--- config.mk ---
export PLATFORM = sky130hd
export DESIGN_NAME = vga_top
export DESIGN_NICKNAME = d
export VERILOG_FILES = /design/src/vga_pkg.sv /design/src/timing_if.sv /design/src/vga_top.sv /design/src/vga_out.sv /design/src/vga_timing.sv /design/src/wb_regs.sv
export VERILOG_INCLUDE_DIRS = /design/src
export SDC_FILE = /design/constraint.sdc
export NUM_CORES = 1
export LEC_CHECK = 0
export ABC_AREA = 1
export BUFFER_PORTS_ARGS = -buffer_cell sky130_fd_sc_hd__buf_2
export CAP_MARGIN = 30
export CORE_ASPECT_RATIO = 0.75
export CORE_MARGIN = 1
export CORE_UTILIZATION = 37
export DETAILED_ROUTE_END_ITERATION = 8
export PLACE_DENSITY = 0.68
export SLEW_MARGIN = 20
export SYNTH_ARGS = -nofsm -noshare
export SYNTH_HDL_FRONTEND = slang
export SYNTH_SLANG_ARGS = --single-unit
--- constraint.sdc ---
create_clock -name clock -period 4.15 [get_ports clock]
set_clock_uncertainty 0.05 [all_clocks]
set_input_delay 0.6225 -clock clock [delete_from_list [all_inputs] [get_ports clock]]
set_output_delay 0.6225 -clock clock [all_outputs]
set_load 0.02 [all_outputs]
--- src/vga_defs.svh ---
`ifndef VGA_DEFS_SVH
`define VGA_DEFS_SVH

// Horizontal timing, in pixel slots
`define VGA_H_ACTIVE 16
`define VGA_H_FPORCH 2
`define VGA_H_SYNC   3
`define VGA_H_BPORCH 3
`define VGA_H_TOTAL  (`VGA_H_ACTIVE + `VGA_H_FPORCH + `VGA_H_SYNC + `VGA_H_BPORCH)

// Vertical timing, in lines
`define VGA_V_ACTIVE 8
`define VGA_V_FPORCH 1
`define VGA_V_SYNC   2
`define VGA_V_BPORCH 2
`define VGA_V_TOTAL  (`VGA_V_ACTIVE + `VGA_V_FPORCH + `VGA_V_SYNC + `VGA_V_BPORCH)

// Datapath widths
`define VGA_CNT_W   9   // H and V counters
`define VGA_PIX_W   8   // One pixel
`define VGA_PRESC_W 4   // Clocks per slot minus one

// Wishbone window, 256 bytes
`define VGA_WB_BASE 32'h3012_3400
`define VGA_WB_MASK 32'hFFFF_FF00

`endif
--- src/vga_pkg.sv ---
`default_nettype none

`include "vga_defs.svh"

package vga_pkg;

  // Control word fanned out to timing and output stages
  typedef struct packed {
    logic                    enable;    // Core running
    logic                    bars;      // 1 = colour bars, 0 = solid fill
    logic [`VGA_PIX_W-1:0]   color;     // Base colour
    logic [`VGA_PRESC_W-1:0] prescale;  // Slot length is prescale+1 clocks
  } vga_ctrl_t;

  // Byte offsets inside the register window
  typedef enum logic [5:0] {
    REG_CTRL   = 6'h00,  // [0] enable, [1] bars
    REG_COLOR  = 6'h04,  // [7:0] base colour
    REG_PRESC  = 6'h08,  // [3:0] prescaler
    REG_STATUS = 6'h0C   // [15:0] frame count, read only
  } vga_reg_e;

endpackage

`default_nettype wire

--- src/timing_if.sv ---
`timescale 1ns/1ps
`default_nettype none

`include "vga_defs.svh"

// One pixel slot, timing generator to output stage
interface timing_if;

  logic                  pix_tick;  // First clock of a new slot
  logic                  h_active;  // Column in visible area
  logic                  v_active;  // Line in visible area
  logic                  hsync_n;   // Active low
  logic                  vsync_n;   // Active low
  logic [`VGA_CNT_W-1:0] x;         // Column of this slot

  // Driven by vga_timing
  modport src (
    output pix_tick, h_active, v_active, hsync_n, vsync_n, x
  );

  // Read by vga_out
  modport dst (
    input pix_tick, h_active, v_active, hsync_n, vsync_n, x
  );

endinterface

`default_nettype wire

--- src/vga_top.sv ---
`timescale 1ns/1ps
`default_nettype none

`include "vga_defs.svh"

module vga_top (
  input  wire                  clock,
  input  wire                  wb_rst_i,   // Active low
  input  wire                  wbs_cyc_i,
  input  wire                  wbs_stb_i,
  input  wire                  wbs_we_i,
  input  wire  [3:0]           wbs_sel_i,
  input  wire  [31:0]          wbs_adr_i,
  input  wire  [31:0]          wbs_dat_i,
  output wire                  wbs_ack_o,
  output wire  [31:0]          wbs_dat_o,
  output wire [`VGA_PIX_W-1:0] pixel_o,
  output wire                  hsync_o,    // Active low
  output wire                  vsync_o     // Active low
);

  import vga_pkg::*;

  wire vga_ctrl_t ctrl;        // Register file to both stages
  wire            frame_done;  // Timing back to frame counter

  timing_if tim_if ();

  // Wishbone slave and control registers
  wb_regs regs_i (
    .clock        (clock),
    .wb_rst_i     (wb_rst_i),
    .wbs_cyc_i    (wbs_cyc_i),
    .wbs_stb_i    (wbs_stb_i),
    .wbs_we_i     (wbs_we_i),
    .wbs_sel_i    (wbs_sel_i),
    .wbs_adr_i    (wbs_adr_i),
    .wbs_dat_i    (wbs_dat_i),
    .frame_done_i (frame_done),
    .wbs_ack_o    (wbs_ack_o),
    .wbs_dat_o    (wbs_dat_o),
    .ctrl_o       (ctrl)
  );

  vga_timing timing_i (
    .clock        (clock),
    .wb_rst_i     (wb_rst_i),
    .ctrl_i       (ctrl),
    .tim          (tim_if.src),
    .frame_done_o (frame_done)
  );

  // Pattern and pin registers
  vga_out out_i (
    .clock    (clock),
    .wb_rst_i (wb_rst_i),
    .ctrl_i   (ctrl),
    .tim      (tim_if.dst),
    .pixel_o  (pixel_o),
    .hsync_o  (hsync_o),
    .vsync_o  (vsync_o)
  );

endmodule

`default_nettype wire

--- src/vga_out.sv ---
`timescale 1ns/1ps
`default_nettype none

`include "vga_defs.svh"

module vga_out (
  input  wire                     clock,
  input  wire                     wb_rst_i,  // Active low
  input  wire vga_pkg::vga_ctrl_t ctrl_i,
  timing_if.dst                   tim,
  output logic [`VGA_PIX_W-1:0]   pixel_o,
  output logic                    hsync_o,
  output logic                    vsync_o
);

  localparam int CNT_W = `VGA_CNT_W;
  localparam int PIX_W = `VGA_PIX_W;

  logic             visible;    // Both H and V active
  logic [CNT_W-1:0] pix_sum;    // Colour plus column, top bit dropped below
  logic [PIX_W-1:0] pix_shade;
  logic [PIX_W-1:0] pixel_q;
  logic             hsync_q;
  logic             vsync_q;

  assign visible = tim.h_active && tim.v_active;
  assign pix_sum = CNT_W'(ctrl_i.color) + tim.x;

  // Shade for this slot
  always_comb begin
    if (!visible) begin
      pix_shade = '0;                      // Blank
    end else if (ctrl_i.bars) begin
      pix_shade = pix_sum[PIX_W-1:0];      // Mod 256
    end else begin
      pix_shade = ctrl_i.color;
    end
  end

  // Output registers, one clock behind the slot
  always_ff @(posedge clock or negedge wb_rst_i) begin
    if (!wb_rst_i) begin
      pixel_q <= '0;
      hsync_q <= 1'b1;
      vsync_q <= 1'b1;
    end else if (!ctrl_i.enable) begin
      pixel_q <= '0;                       // Idle: dark, syncs released
      hsync_q <= 1'b1;
      vsync_q <= 1'b1;
    end else if (tim.pix_tick) begin       // Fields only change at a tick
      pixel_q <= pix_shade;
      hsync_q <= tim.hsync_n;
      vsync_q <= tim.vsync_n;
    end
  end

  assign pixel_o = pixel_q;
  assign hsync_o = hsync_q;
  assign vsync_o = vsync_q;

  // Disabled core shows no sync on the pins, and the timing stage sits parked
  idle_sync_a: assert property (@(posedge clock) disable iff (!wb_rst_i)
    (!ctrl_i.enable && $past(!ctrl_i.enable)) |->
      (hsync_q && vsync_q && tim.hsync_n && tim.vsync_n && !tim.pix_tick));

endmodule

`default_nettype wire

--- src/vga_timing.sv ---
`timescale 1ns/1ps
`default_nettype none

`include "vga_defs.svh"

module vga_timing (
  input  wire                     clock,
  input  wire                     wb_rst_i,      // Active low
  input  wire vga_pkg::vga_ctrl_t ctrl_i,
  timing_if.src                   tim,
  output logic                    frame_done_o   // Last slot of frame ends
);

  localparam int CNT_W = `VGA_CNT_W;

  // Region bounds, counter 0 is the first visible column or line
  localparam logic [CNT_W-1:0] H_ACTIVE   = CNT_W'(`VGA_H_ACTIVE);
  localparam logic [CNT_W-1:0] H_SYNC_BEG = CNT_W'(`VGA_H_ACTIVE + `VGA_H_FPORCH);
  localparam logic [CNT_W-1:0] H_SYNC_END = H_SYNC_BEG + CNT_W'(`VGA_H_SYNC);
  localparam logic [CNT_W-1:0] H_TOTAL    = CNT_W'(`VGA_H_TOTAL);
  localparam logic [CNT_W-1:0] H_LAST     = H_TOTAL - 1'b1;
  localparam logic [CNT_W-1:0] V_ACTIVE   = CNT_W'(`VGA_V_ACTIVE);
  localparam logic [CNT_W-1:0] V_SYNC_BEG = CNT_W'(`VGA_V_ACTIVE + `VGA_V_FPORCH);
  localparam logic [CNT_W-1:0] V_SYNC_END = V_SYNC_BEG + CNT_W'(`VGA_V_SYNC);
  localparam logic [CNT_W-1:0] V_LAST     = CNT_W'(`VGA_V_TOTAL - 1);

  logic [`VGA_PRESC_W-1:0] presc_cnt_q;  // Clock within current slot
  logic [CNT_W-1:0]        h_cnt_q;
  logic [CNT_W-1:0]        v_cnt_q;
  logic                    slot_end;     // Last clock of this slot
  logic                    h_last;
  logic                    v_last;

  // >= so a prescale lowered mid-slot cannot overrun
  assign slot_end = ctrl_i.enable && (presc_cnt_q >= ctrl_i.prescale);
  assign h_last   = (h_cnt_q == H_LAST);
  assign v_last   = (v_cnt_q == V_LAST);

  // Prescaler, parked at 0 while disabled
  always_ff @(posedge clock or negedge wb_rst_i) begin
    if (!wb_rst_i) begin
      presc_cnt_q <= '0;
    end else if (!ctrl_i.enable || slot_end) begin
      presc_cnt_q <= '0;
    end else begin
      presc_cnt_q <= presc_cnt_q + 1'b1;
    end
  end

  // Column and line counters
  always_ff @(posedge clock or negedge wb_rst_i) begin
    if (!wb_rst_i) begin
      h_cnt_q <= '0;
      v_cnt_q <= '0;
    end else if (!ctrl_i.enable) begin
      h_cnt_q <= '0;                 // Restart at column 0, line 0
      v_cnt_q <= '0;
    end else if (slot_end) begin
      if (h_last) begin
        h_cnt_q <= '0;
        v_cnt_q <= v_last ? '0 : v_cnt_q + 1'b1;  // Line wrap steps V
      end else begin
        h_cnt_q <= h_cnt_q + 1'b1;
      end
    end
  end

  // Slot decode, stable from one tick to the next
  assign tim.pix_tick = ctrl_i.enable && (presc_cnt_q == '0);
  assign tim.h_active = (h_cnt_q < H_ACTIVE);
  assign tim.v_active = (v_cnt_q < V_ACTIVE);
  assign tim.hsync_n  = !((h_cnt_q >= H_SYNC_BEG) && (h_cnt_q < H_SYNC_END));
  assign tim.vsync_n  = !((v_cnt_q >= V_SYNC_BEG) && (v_cnt_q < V_SYNC_END));
  assign tim.x        = h_cnt_q;

  assign frame_done_o = slot_end && h_last && v_last;

  h_range_a: assert property (@(posedge clock) disable iff (!wb_rst_i)
    h_cnt_q < H_TOTAL);

  // Frame counter in wb_regs relies on one strobe per frame
  frame_pulse_a: assert property (@(posedge clock) disable iff (!wb_rst_i)
    frame_done_o |=> !frame_done_o);

endmodule

`default_nettype wire

--- src/wb_regs.sv ---
`timescale 1ns/1ps
`default_nettype none

`include "vga_defs.svh"

module wb_regs (
  input  wire                clock,
  input  wire                wb_rst_i,      // Active low
  input  wire                wbs_cyc_i,
  input  wire                wbs_stb_i,
  input  wire                wbs_we_i,
  input  wire  [3:0]         wbs_sel_i,
  input  wire  [31:0]        wbs_adr_i,
  input  wire  [31:0]        wbs_dat_i,
  input  wire                frame_done_i,  // One strobe per finished frame
  output logic               wbs_ack_o,
  output logic [31:0]        wbs_dat_o,
  output vga_pkg::vga_ctrl_t ctrl_o
);

  import vga_pkg::*;

  logic                    sel;          // Strobe hit the window
  logic                    ack_q;
  logic                    wr_en;
  logic                    rd_en;
  logic                    off_ok;       // Offset inside the 64-byte map
  logic [5:0]              reg_off;
  logic [31:0]             rd_mux;       // Current content of addressed reg
  logic [31:0]             wr_word;      // rd_mux with written lanes replaced
  logic [31:0]             dat_q;
  logic                    clear_cnt;
  logic                    enable_q;
  logic                    bars_q;
  logic [`VGA_PIX_W-1:0]   color_q;
  logic [`VGA_PRESC_W-1:0] presc_q;
  logic [15:0]             frame_cnt_q;

  // Replace the bytes flagged in lanes
  function automatic logic [31:0] lane_merge(input logic [31:0] old_w,
                                             input logic [31:0] new_w,
                                             input logic [3:0]  lanes);
    logic [31:0] res;
    for (int b = 0; b < 4; b++) begin
      res[8*b +: 8] = lanes[b] ? new_w[8*b +: 8] : old_w[8*b +: 8];
    end
    return res;
  endfunction

  assign sel     = wbs_cyc_i && wbs_stb_i &&
                   ((wbs_adr_i & `VGA_WB_MASK) == `VGA_WB_BASE);
  assign wr_en   = sel && !ack_q && wbs_we_i;   // Same edge that raises ack
  assign rd_en   = sel && !ack_q && !wbs_we_i;
  assign reg_off = wbs_adr_i[5:0];
  assign off_ok  = (wbs_adr_i[7:6] == 2'b00);   // Rest of window is unmapped
  assign wr_word = lane_merge(rd_mux, wbs_dat_i, wbs_sel_i);

  // Enable written to 0 restarts frame counting
  assign clear_cnt = wr_en && off_ok && (reg_off == REG_CTRL) && !wr_word[0];

  always_comb begin
    rd_mux = '0;
    if (off_ok) begin
      case (reg_off)
        REG_CTRL:   rd_mux = {30'd0, bars_q, enable_q};
        REG_COLOR:  rd_mux = {{(32-`VGA_PIX_W){1'b0}}, color_q};
        REG_PRESC:  rd_mux = {{(32-`VGA_PRESC_W){1'b0}}, presc_q};
        REG_STATUS: rd_mux = {16'd0, frame_cnt_q};
        default:    rd_mux = '0;  // Holes read 0
      endcase
    end
  end

  // One-cycle ack, never back to back
  always_ff @(posedge clock or negedge wb_rst_i) begin
    if (!wb_rst_i) begin
      ack_q <= 1'b0;
    end else begin
      ack_q <= sel && !ack_q;
    end
  end

  always_ff @(posedge clock) begin
    if (rd_en) begin
      dat_q <= rd_mux;  // Valid together with ack
    end
  end

  // Control registers, writes to holes dropped
  always_ff @(posedge clock or negedge wb_rst_i) begin
    if (!wb_rst_i) begin
      enable_q <= 1'b0;
      bars_q   <= 1'b0;
      color_q  <= '0;
      presc_q  <= '0;
    end else if (wr_en && off_ok) begin
      case (reg_off)
        REG_CTRL: begin
          enable_q <= wr_word[0];
          bars_q   <= wr_word[1];
        end
        REG_COLOR: color_q <= wr_word[`VGA_PIX_W-1:0];
        REG_PRESC: presc_q <= wr_word[`VGA_PRESC_W-1:0];
        default:   ;                   // STATUS is read only
      endcase
    end
  end

  always_ff @(posedge clock or negedge wb_rst_i) begin
    if (!wb_rst_i) begin
      frame_cnt_q <= '0;
    end else if (clear_cnt) begin
      frame_cnt_q <= '0;
    end else if (frame_done_i) begin
      frame_cnt_q <= frame_cnt_q + 16'd1;  // Wraps at 64k
    end
  end

  assign wbs_ack_o = ack_q;
  assign wbs_dat_o = dat_q;
  assign ctrl_o    = '{enable: enable_q, bars: bars_q, color: color_q, prescale: presc_q};

  // Master may hold stb through ack, still only one ack per access
  ack_single_a: assert property (@(posedge clock) disable iff (!wb_rst_i)
    ack_q |=> !ack_q);

  // No ack without a strobe into the window the clock before
  ack_cause_a: assert property (@(posedge clock) disable iff (!wb_rst_i)
    ack_q |-> $past(sel));

endmodule

`default_nettype wire

* Yosys cells after proc, flatten, opt, wreduce, memory -nomap -nowiden *
Cells that the tools add are included.

operators by class
  $add $sub $neg = 5
  $lt $le $gt $ge = 7
  eq/ne operators = 9
  multiplexer cells = 21
  reduce and logical (&&, ||, !) cells = 30

operators by type and width
  kind                   number
  $pmux 16 s4            1
  $mux 9                 7
  $mux 8                 6
  $mux 16                2
  $eq 24x22->1 const B   1
  $add 9x1->9 const B    2
  $lt 9x4->1 const B     2
  $lt 9x5->1 const B     2
  $add 16x1->16 const B  1
  $logic_and 1x1->1      15
  $eq 6x4->1 const B     2
  $eq 9x4->1 const B     1
  $eq 9x5->1 const B     1
  $ge 9x4->1 const B     1
  $ge 9x5->1 const B     1
  $add 8x8->8            1
  $reduce_and 2->1       4
  $eq 6x3->1 const B     1
  $logic_not 1->1        6
  $logic_not 6->1        1
  $ne 2x1->1 const B     3
  $add 4x1->4 const B    1
  $ge 4x4->1             1
  $logic_not 4->1        1
  other kinds (5)        8

storage, ports and cells
  register bits = 79
  input bits = 73
  output and inout port bits = 43
  word-level logic and storage cells = 86

* Logic depth before layout (Yosys ltp) *
Gate-level depths: netlist of the first run.

  word-level depth = 8
  gate-level depth with buffers = 13
  mapped depth without buffers = 12

* Cells and area by module *
From an unflattened synthesis of the first run, not the netlist that was laid out.

second synthesis, totals
  cells, all modules = 743
  area total of the unflattened synthesis = 5,296.3 um2

modules (own cells, without submodules)
  module      instances  cells an instance  area an instance (um2)  seq. area each (um2)
  wb_regs     1          382                2,854.0                 1,256.2
  vga_timing  1          243                1,625.3                 550.5
  vga_out     1          118                817.0                   252.7

* Least setup slack after synthesis of the first run *
OpenSTA, ideal clock, no wires.

  path type = in2reg
  start point = input port wbs_adr_i[31]
  end point = register regs_i.dat_q[0], in the netlist regs_i.wbs_dat_o[0] (enable)
  library setup time = 389 ps
  data arrival time = 1,786 ps
  required time = 3,711 ps
  slack = 1,925 ps
  stages = 5
  path buffers = 0
  path through = nor3_1 > inv_1 > nor2_1 > nand2_1 > nor2_1

on the way
  cells in the longest elaborated chain, start to end = 4

RTL lines
  element                          RTL line       RTL
  start, declared                  vga_top.sv:13  input wire [31:0] wbs_adr_i,
  $eq 24x22->1 (no source line)    n/a
  $logic_and 1x1->1                wb_regs.sv:50  assign sel = wbs_cyc_i && wbs_stb_i &&
  $logic_and 1x1->1 (2 in series)  wb_regs.sv:53  assign rd_en = sel && !ack_q && !wbs_we_i;
  named net regs_i.rd_en           wb_regs.sv:26  logic rd_en;
  end signal, assigned             wb_regs.sv:85  dat_q <= rd_mux;
  end, declared                    wb_regs.sv:31  logic [31:0] dat_q;

The timed path passes the listed nets, and every way through them passes these cells.
A chain may end at the register's enable or synchronous reset.

* Worst setup path after layout of the first run *
  start point = input port wbs_adr_i[7]
  end point = register regs_i.color_q[1]

on the way
  cells in the longest elaborated chain, start to end = 3
  elaborated cells between the ends (all ways) = 5
  classes of those cells = 2 x mux; 3 x reduce/logical

RTL lines
  element                                             RTL line                      RTL
  $logic_not 2->1 *                                   wb_regs.sv:55                 assign off_ok = (wbs_adr_i[7:6] == 2'b00);
  $mux 8 / $logic_and 1x1->1 (equally long branches)  wb_regs.sv:63, wb_regs.sv:96
  $mux 8 / $reduce_and 2->1 (equally long branches)   n/a
  end signal, assigned                                wb_regs.sv:102                REG_COLOR: color_q <= wr_word[`VGA_PIX_W-1:0];
  end, declared                                       wb_regs.sv:35                 logic [`VGA_PIX_W-1:0] color_q;

Mark *: on every way between the ends. The rest lies on a longest branch, timed or not.

==> results_dict.tcl, run 1 <==
set metrics [dict create \
    critPathSlowestCell "nor2_1" \
    ys_top_cells_by_count "nand2_1 (173), inv_1 (88), nor2_1 (87)" \
    run_status "complete, no violations" \
    cp_max_fo 14 \
    cts-resized-gates 0 \
    globalRouteTotalUtil_pct 18.0 \
    finalWirelength_um 11700 \
    fin_crit_sh_pct 56.4 \
    critPathLaunchType "primary input" \
    synth.most_common_cell "nand2_1" \
    clkLatencyLatePin_ns 0.35 \
    maxCapViolCount 0 \
    place_congestion 0.864 \
    initial_core_util_pct 38.1 \
    path_cells "buf_2 > nor2_1 > buf_4 > inv_1 > nor2_1 > nand3_1 > nor2_1 > inv_1 > nand2_1 > nand2_1" \
    yosys-top-cells-area "dfrtp_1 (31%), nand2_1 (13%), edfxtp_1 (9.6%)" \
    path_clk_slew_ns 0.07 \
    globalRouteOverflowTotal 0 \
    num_rows 36 \
    drt-vias-per-instance 4.80 \
    ios 116 \
    nets 839 \
    drt_iter0_drc 244 \
    port_buffers 72 \
    synth_warnings 0 \
    clock-sinks 79 \
    dp_hpwl_um 8810 \
    synth_cell_types 38 \
    tns_ns 0 \
    cts_setup_buffers 0 \
    rsz0062_at_grt "no" \
    grt_antenna_before_repair 0 \
    die-area_mm2 0.0139 \
    r2r_cells 8 \
    synthToLayoutAreaGrowth_pct 16.7 \
    synth_top_area_share_pct 30.6 \
    hold_buffers 0 \
    synth_xor_area_share_pct 4.04 \
    yosys.area_share.simple_pct 30.1 \
    avgSynthCellArea_um2 7.45 \
    ant_nets 0 \
    wl_per_cell_um 12.7 \
    synthesis.area_mm2 0.00498 \
    fmax_mhz 428 \
    postLayoutCoreUtil_pct 44.5 \
    cp_num_cells 10 \
    drcViolationCount 0 \
    num_vias 4430 \
    hold_class "primary input to async pin" \
    yosys_register_bits 79 \
    hold_viol_final 0 \
    critPathMaxStageDelay_ns 0.64 \
    crit_path_end_kind "flip-flop" \
    drive_gt1_share_pct 14.5 \
    cts_buffer_depth 2 \
    drv_slew 0 \
    worst_pin_slew_ns 0.779 \
    critPathKind "primary input to flip-flop" \
    period_minus_slack_ns 2.34 \
    critPathBufInv 4 \
    max_slew_margin_pct 47.9 \
    cts-root-buf "clkbuf_16" \
    power_density_mw_per_mm2 301 \
    diodes 0 \
    synth_top_family_by_area "simple AND/OR/NAND/NOR gates" \
    worstPathRequired_ns 4.34 \
    p_leak_uw 0.00282 \
    die_x_um 136 \
    grt_pass1_wl_um 19300 \
    synthCells 669 \
    grt_max_degree 42 \
    multi_input_area_mm2 0.00246 \
    seq_area_mm2 0.00206 \
    synth.area.mux_share_pct 0 \
    hold_slack_ns 0.158 \
    cp.arrival_ns 2.53 \
    vdd.ir_drop.worst_v 0.000205 \
    cts_tree "done" \
    grt_pass1_vias 3891 \
    htree_levels 3 \
    synth_compound_area_share_pct 8.87 \
    synth_edf_count 16 \
    ys_seq_area_share_pct 41.3 \
    finalSetupViolCount 0 \
    yosys.area.top_type "dfrtp_1" \
    crit_top_cell "nor2_1" \
    dr.pass1.iters 5 \
    core_area_mm2 0.0131 \
    synth_ff_type "dfrtp_1" \
    fill_cells 1328 \
    cts_buffers 9 \
    crit_family "simple AND/OR/NAND/NOR gates" \
    synthAdderAreaFrac_pct 5.17 \
    synth_async_sr_flop_share_pct 79.7 \
    die_h_um 102 \
]
## worst paths after layout
path	startpoint	to	slack (ns)
min in group clock	out_i.pixel_o[7]	out_i.pixel_o[7]	0.43
max in group asynchronous	wb_rst_i	regs_i.frame_cnt_q[14]	3.21
setup reg to reg	regs_i.wbs_ack_o	regs_i.color_q[1]	2.02
hold reg to reg	out_i.pixel_o[7]	out_i.pixel_o[7]	0.43
setup / recovery	wbs_adr_i[7]	regs_i.color_q[1]	1.81
hold / removal	wb_rst_i	timing_i.v_cnt_q[0]	0.16
## cell type report
cell class | count | area share [%]
multi-input cells | 488 | 42.3
well taps | 171 | 3.68
repair buffers | 76 | 6.93
clock inverters | 7 | 1.81
inverters | 92 | 5.94
flip-flops and latches | 79 | 35.4
clock buffers | 9 | 3.88
## flip-flops by register name, indices dropped and copies added, names as in the netlist
signal	count
out_i.hsync_o	1
regs_i.wbs_dat_o	16
regs_i.frame_cnt_q	16
out_i.pixel_o	8
regs_i.bars_q	1
out_i.vsync_o	1
regs_i.wbs_ack_o	1
timing_i.tim.x	9
timing_i.presc_cnt_q	4
timing_i.v_cnt_q	9
regs_i.enable_q	1
regs_i.presc_q	4
regs_i.color_q	8
## placed cells by master (no fill, tap or decap), drive strengths merged, types with 3 or more instances in the layout
| cell | instances |
|---|---|
| nor3 | 14 |
| dfrtp | 61 |
| nand4 | 13 |
| inv | 94 |
| and2 | 7 |
| nor2 | 91 |
| nand2 | 177 |
| buf | 76 |
| xor2 | 18 |
| o31ai | 3 |
| o22ai | 9 |
| o211ai | 4 |
| ha | 19 |
| a21oi | 16 |
| edfxtp | 16 |
| o21ai | 40 |
| xnor2 | 5 |
| nand3 | 48 |
| clkbuf | 9 |
| conb | 16 |
## routing by layer
metal,vias up,wire (um),track usage [%]
met3,15,803,4.37
met5,-,0,0
met2,156,4750,26.1
met1,1983,5980,26.4
met4,0,152,5.13
li1,2276,-,-
## kinds of logic after synthesis
logic type,count (synthesis)
flip-flops,79
AO/OA/AOI/OAI,79
other,1
XOR/XNOR,23
buffers and inverters,117
AND/OR/NAND/NOR,350
adder cells (fa/ha/maj),20
## report_power, final
part / total, uW / switching, uW / leakage, uW / internal (uW)
clock network: 876 / 341 / 0.000158 / 535
logic: 81.6 / 55.5 / 0.00167 / 26.1
registers: 789 / 0.00000123 / 0.000989 / 789
## through the flow
stage | setup WS, ns | area [um2] | cells | power [uW]
final | 1.81 | 5810 | 922 | 1750
after global routing | 1.60 | 5810 | 922 | 1800
after CTS | 1.85 | 5790 | 921 | 1760
after detailed placement | 1.50 | 5460 | 905 | 884
after global placement | 1.49 | 5460 | 905 | 883
after floorplan | 1.92 | 5040 | 684 | 852
No activity file was read; power rests on OpenSTA's default activity.
==> run 2, diff against run 1 <==
==> constraint.sdc (replaced) <==
create_clock -name clock -period 2.3 [get_ports clock]
set_clock_uncertainty 0.05 [all_clocks]
set_input_delay 0.345 -clock clock [delete_from_list [all_inputs] [get_ports clock]]
set_output_delay 0.345 -clock clock [all_outputs]
set_load 0.02 [all_outputs]
==> run 2 against run 1 <==
  * First-iteration DRC count grew 10%
  * Worst hold slack improved by 0.13 ns
  * Highest routed layer unchanged
  * Register-to-register slack got worse by 1.7 ns
  * Design area up 1.8%
  * Largest power group unchanged
  * Core utilization increased by 0.79 points
  * Critical endpoint is now out_i.pixel_o[1]
  * Global-route usage is 0.30 points higher
  * Combinational power up 85%
  * Final cell count grew 1.1%
  * Non-clock buffer count grew 10
  * Wire length up 2.0%
  * Sequential power is 80% higher
==> results_dict.tcl, run 2 (synthesized netlist as in run 1, its figures left out) <==
set metrics [dict create \
    rrSetupSlack_ns 0.32 \
    stdcell_count 932 \
    grtUsageMet2_pct 27.9 \
    grt_max_degree 31 \
    seq_area_mm2 0.00206 \
    multi_input_area_mm2 0.00246 \
    grt_pass1_vias 4085 \
    crit_path_end "out_i.pixel_o[1]" \
    period_minus_slack_ns 1.98 \
    fmax_mhz 504 \
    port_buffers 72 \
    dr.pass1.iters 7 \
    die_h_um 102 \
    globalRouteTotalUtil_pct 18.3 \
    place_ws_ns 0.230 \
    drv_slew 0 \
    num_vias 4459 \
    use_met3_pct 3.77 \
    wl_per_cell_um 12.8 \
    place_congestion 0.907 \
    rsz0062_at_grt "no" \
    path_clk_slew_ns 0.06 \
    ant_nets 0 \
    vdd.ir_drop.worst_v 0.000490 \
    r2r_cells 8 \
    crit_path_end_kind "flip-flop" \
    fill_cells 1323 \
    critPathKind "flip-flop to flip-flop" \
    maxCapViolCount 0 \
    cts_setup_buffers 0 \
    drt_iter0_drc 269 \
    clkLatencyLatePin_ns 0.34 \
    critPathLaunchType "flip-flop" \
    cp_max_fo 5 \
    htree_levels 3 \
    worstPathRequired_ns 2.51 \
    nets 849 \
    clock-sinks 79 \
    finalWirelength_um 11900 \
    cts-root-buf "clkbuf_16" \
    fin_crit_sh_pct 86.2 \
    initial_core_util_pct 38.1 \
    startpoint "timing_i.presc_cnt_q[0]" \
    cts-resized-gates 0 \
    max_slew_margin_pct 65.5 \
    globalRouteOverflowTotal 0 \
    hold_viol_final 0 \
    ios 116 \
    top_usage_layer "met2" \
    grt_pass1_wl_um 19600 \
    finalSetupViolCount 0 \
    cts_tree "done" \
    postLayoutCoreUtil_pct 45.3 \
    cts_buffers 9 \
    core_area_mm2 0.0131 \
    rr_endpoint "out_i.pixel_o[1]" \
    grt_antenna_before_repair 0 \
    diodes 0 \
    power_density_mw_per_mm2 551 \
    p_leak_uw 0.00289 \
    run_status "complete, no violations" \
    worst_pin_slew_ns 0.514 \
    synthToLayoutAreaGrowth_pct 18.7 \
    drive_gt1_share_pct 15.5 \
    drcViolationCount 0 \
    drt-vias-per-instance 4.78 \
    final_common_cell "nand2_1" \
    layout_common_cells "nand2_1 (173), inv_1 (88), nor2_1 (87)" \
    setup_slack_ns 0.318 \
    die-area_mm2 0.0139 \
    num_rows 36 \
    use_met1_pct 25.9 \
    hold_buffers 1 \
    hold_class "primary input to flip-flop" \
    tns_ns 0 \
    cts_buffer_depth 2 \
    cp.arrival_ns 2.20 \
    r2r_start "timing_i.presc_cnt_q[0]" \
    die_x_um 136 \
    dp_hpwl_um 9110 \
    dp_cells 915 \
]
## run 2: metal layers
layer | vias to the layer above | wire [um]
li1 | 2288 | -
met3 | 10 | 757
met5 | - | 0
met1 | 2026 | 6030
met2 | 135 | 4970
met4 | 0 | 165
## run 2: where the power goes
group / internal [uW] / leakage, uW / switching, uW
sequential: 1420 / 0.000989 / 0.00000232
combinational: 49.7 / 0.00172 / 101
clock: 1100 / 0.000173 / 589
## run 2: critical path, cell delays in order (launching register included)
cell     delay, ns
dfrtp_1       0.41
inv_1         0.10
ha_1          0.15
nand2_1       0.07
nor2_1        0.18
inv_1         0.11
nor3_2        0.47
o21ai_0       0.22
o21ai_1       0.16
## run 2: worst min path at each step
stage	start	endpoint	slack, ns	cells after the start
4_1_cts	wbs_dat_i[4]	regs_i.color_q[4]	0.28	5
3_5_place_dp	wb_rst_i	timing_i.v_cnt_q[2]	0.28	1
2_1_floorplan	wb_rst_i	out_i.pixel_o[0]	-0.0006	0
5_1_grt	wbs_dat_i[4]	regs_i.color_q[4]	0.30	5
3_3_place_gp	wb_rst_i	timing_i.v_cnt_q[2]	0.28	1
6_report	wbs_dat_i[4]	regs_i.color_q[4]	0.29	5
## run 2: area by class of cell
class	instances	area share, %
Clock buffer	10	4.04
Tap cell	171	3.62
Inverter	92	5.84
Clock inverter	6	1.97
Timing Repair Buffer	86	8.13
Sequential cell	79	34.8
Multi-Input combinational cell	488	41.6
## run 2: metrics by stage
stage          power (uW)  cell area, um2  hold WS (ns)
6_report             3260            5910         0.285
5_1_grt              3370            5910         0.295
4_1_cts              3290            5910         0.278
3_5_place_dp         1600            5550         0.283
3_3_place_gp         1600            5550         0.279
2_1_floorplan        1540            5040     -0.000591
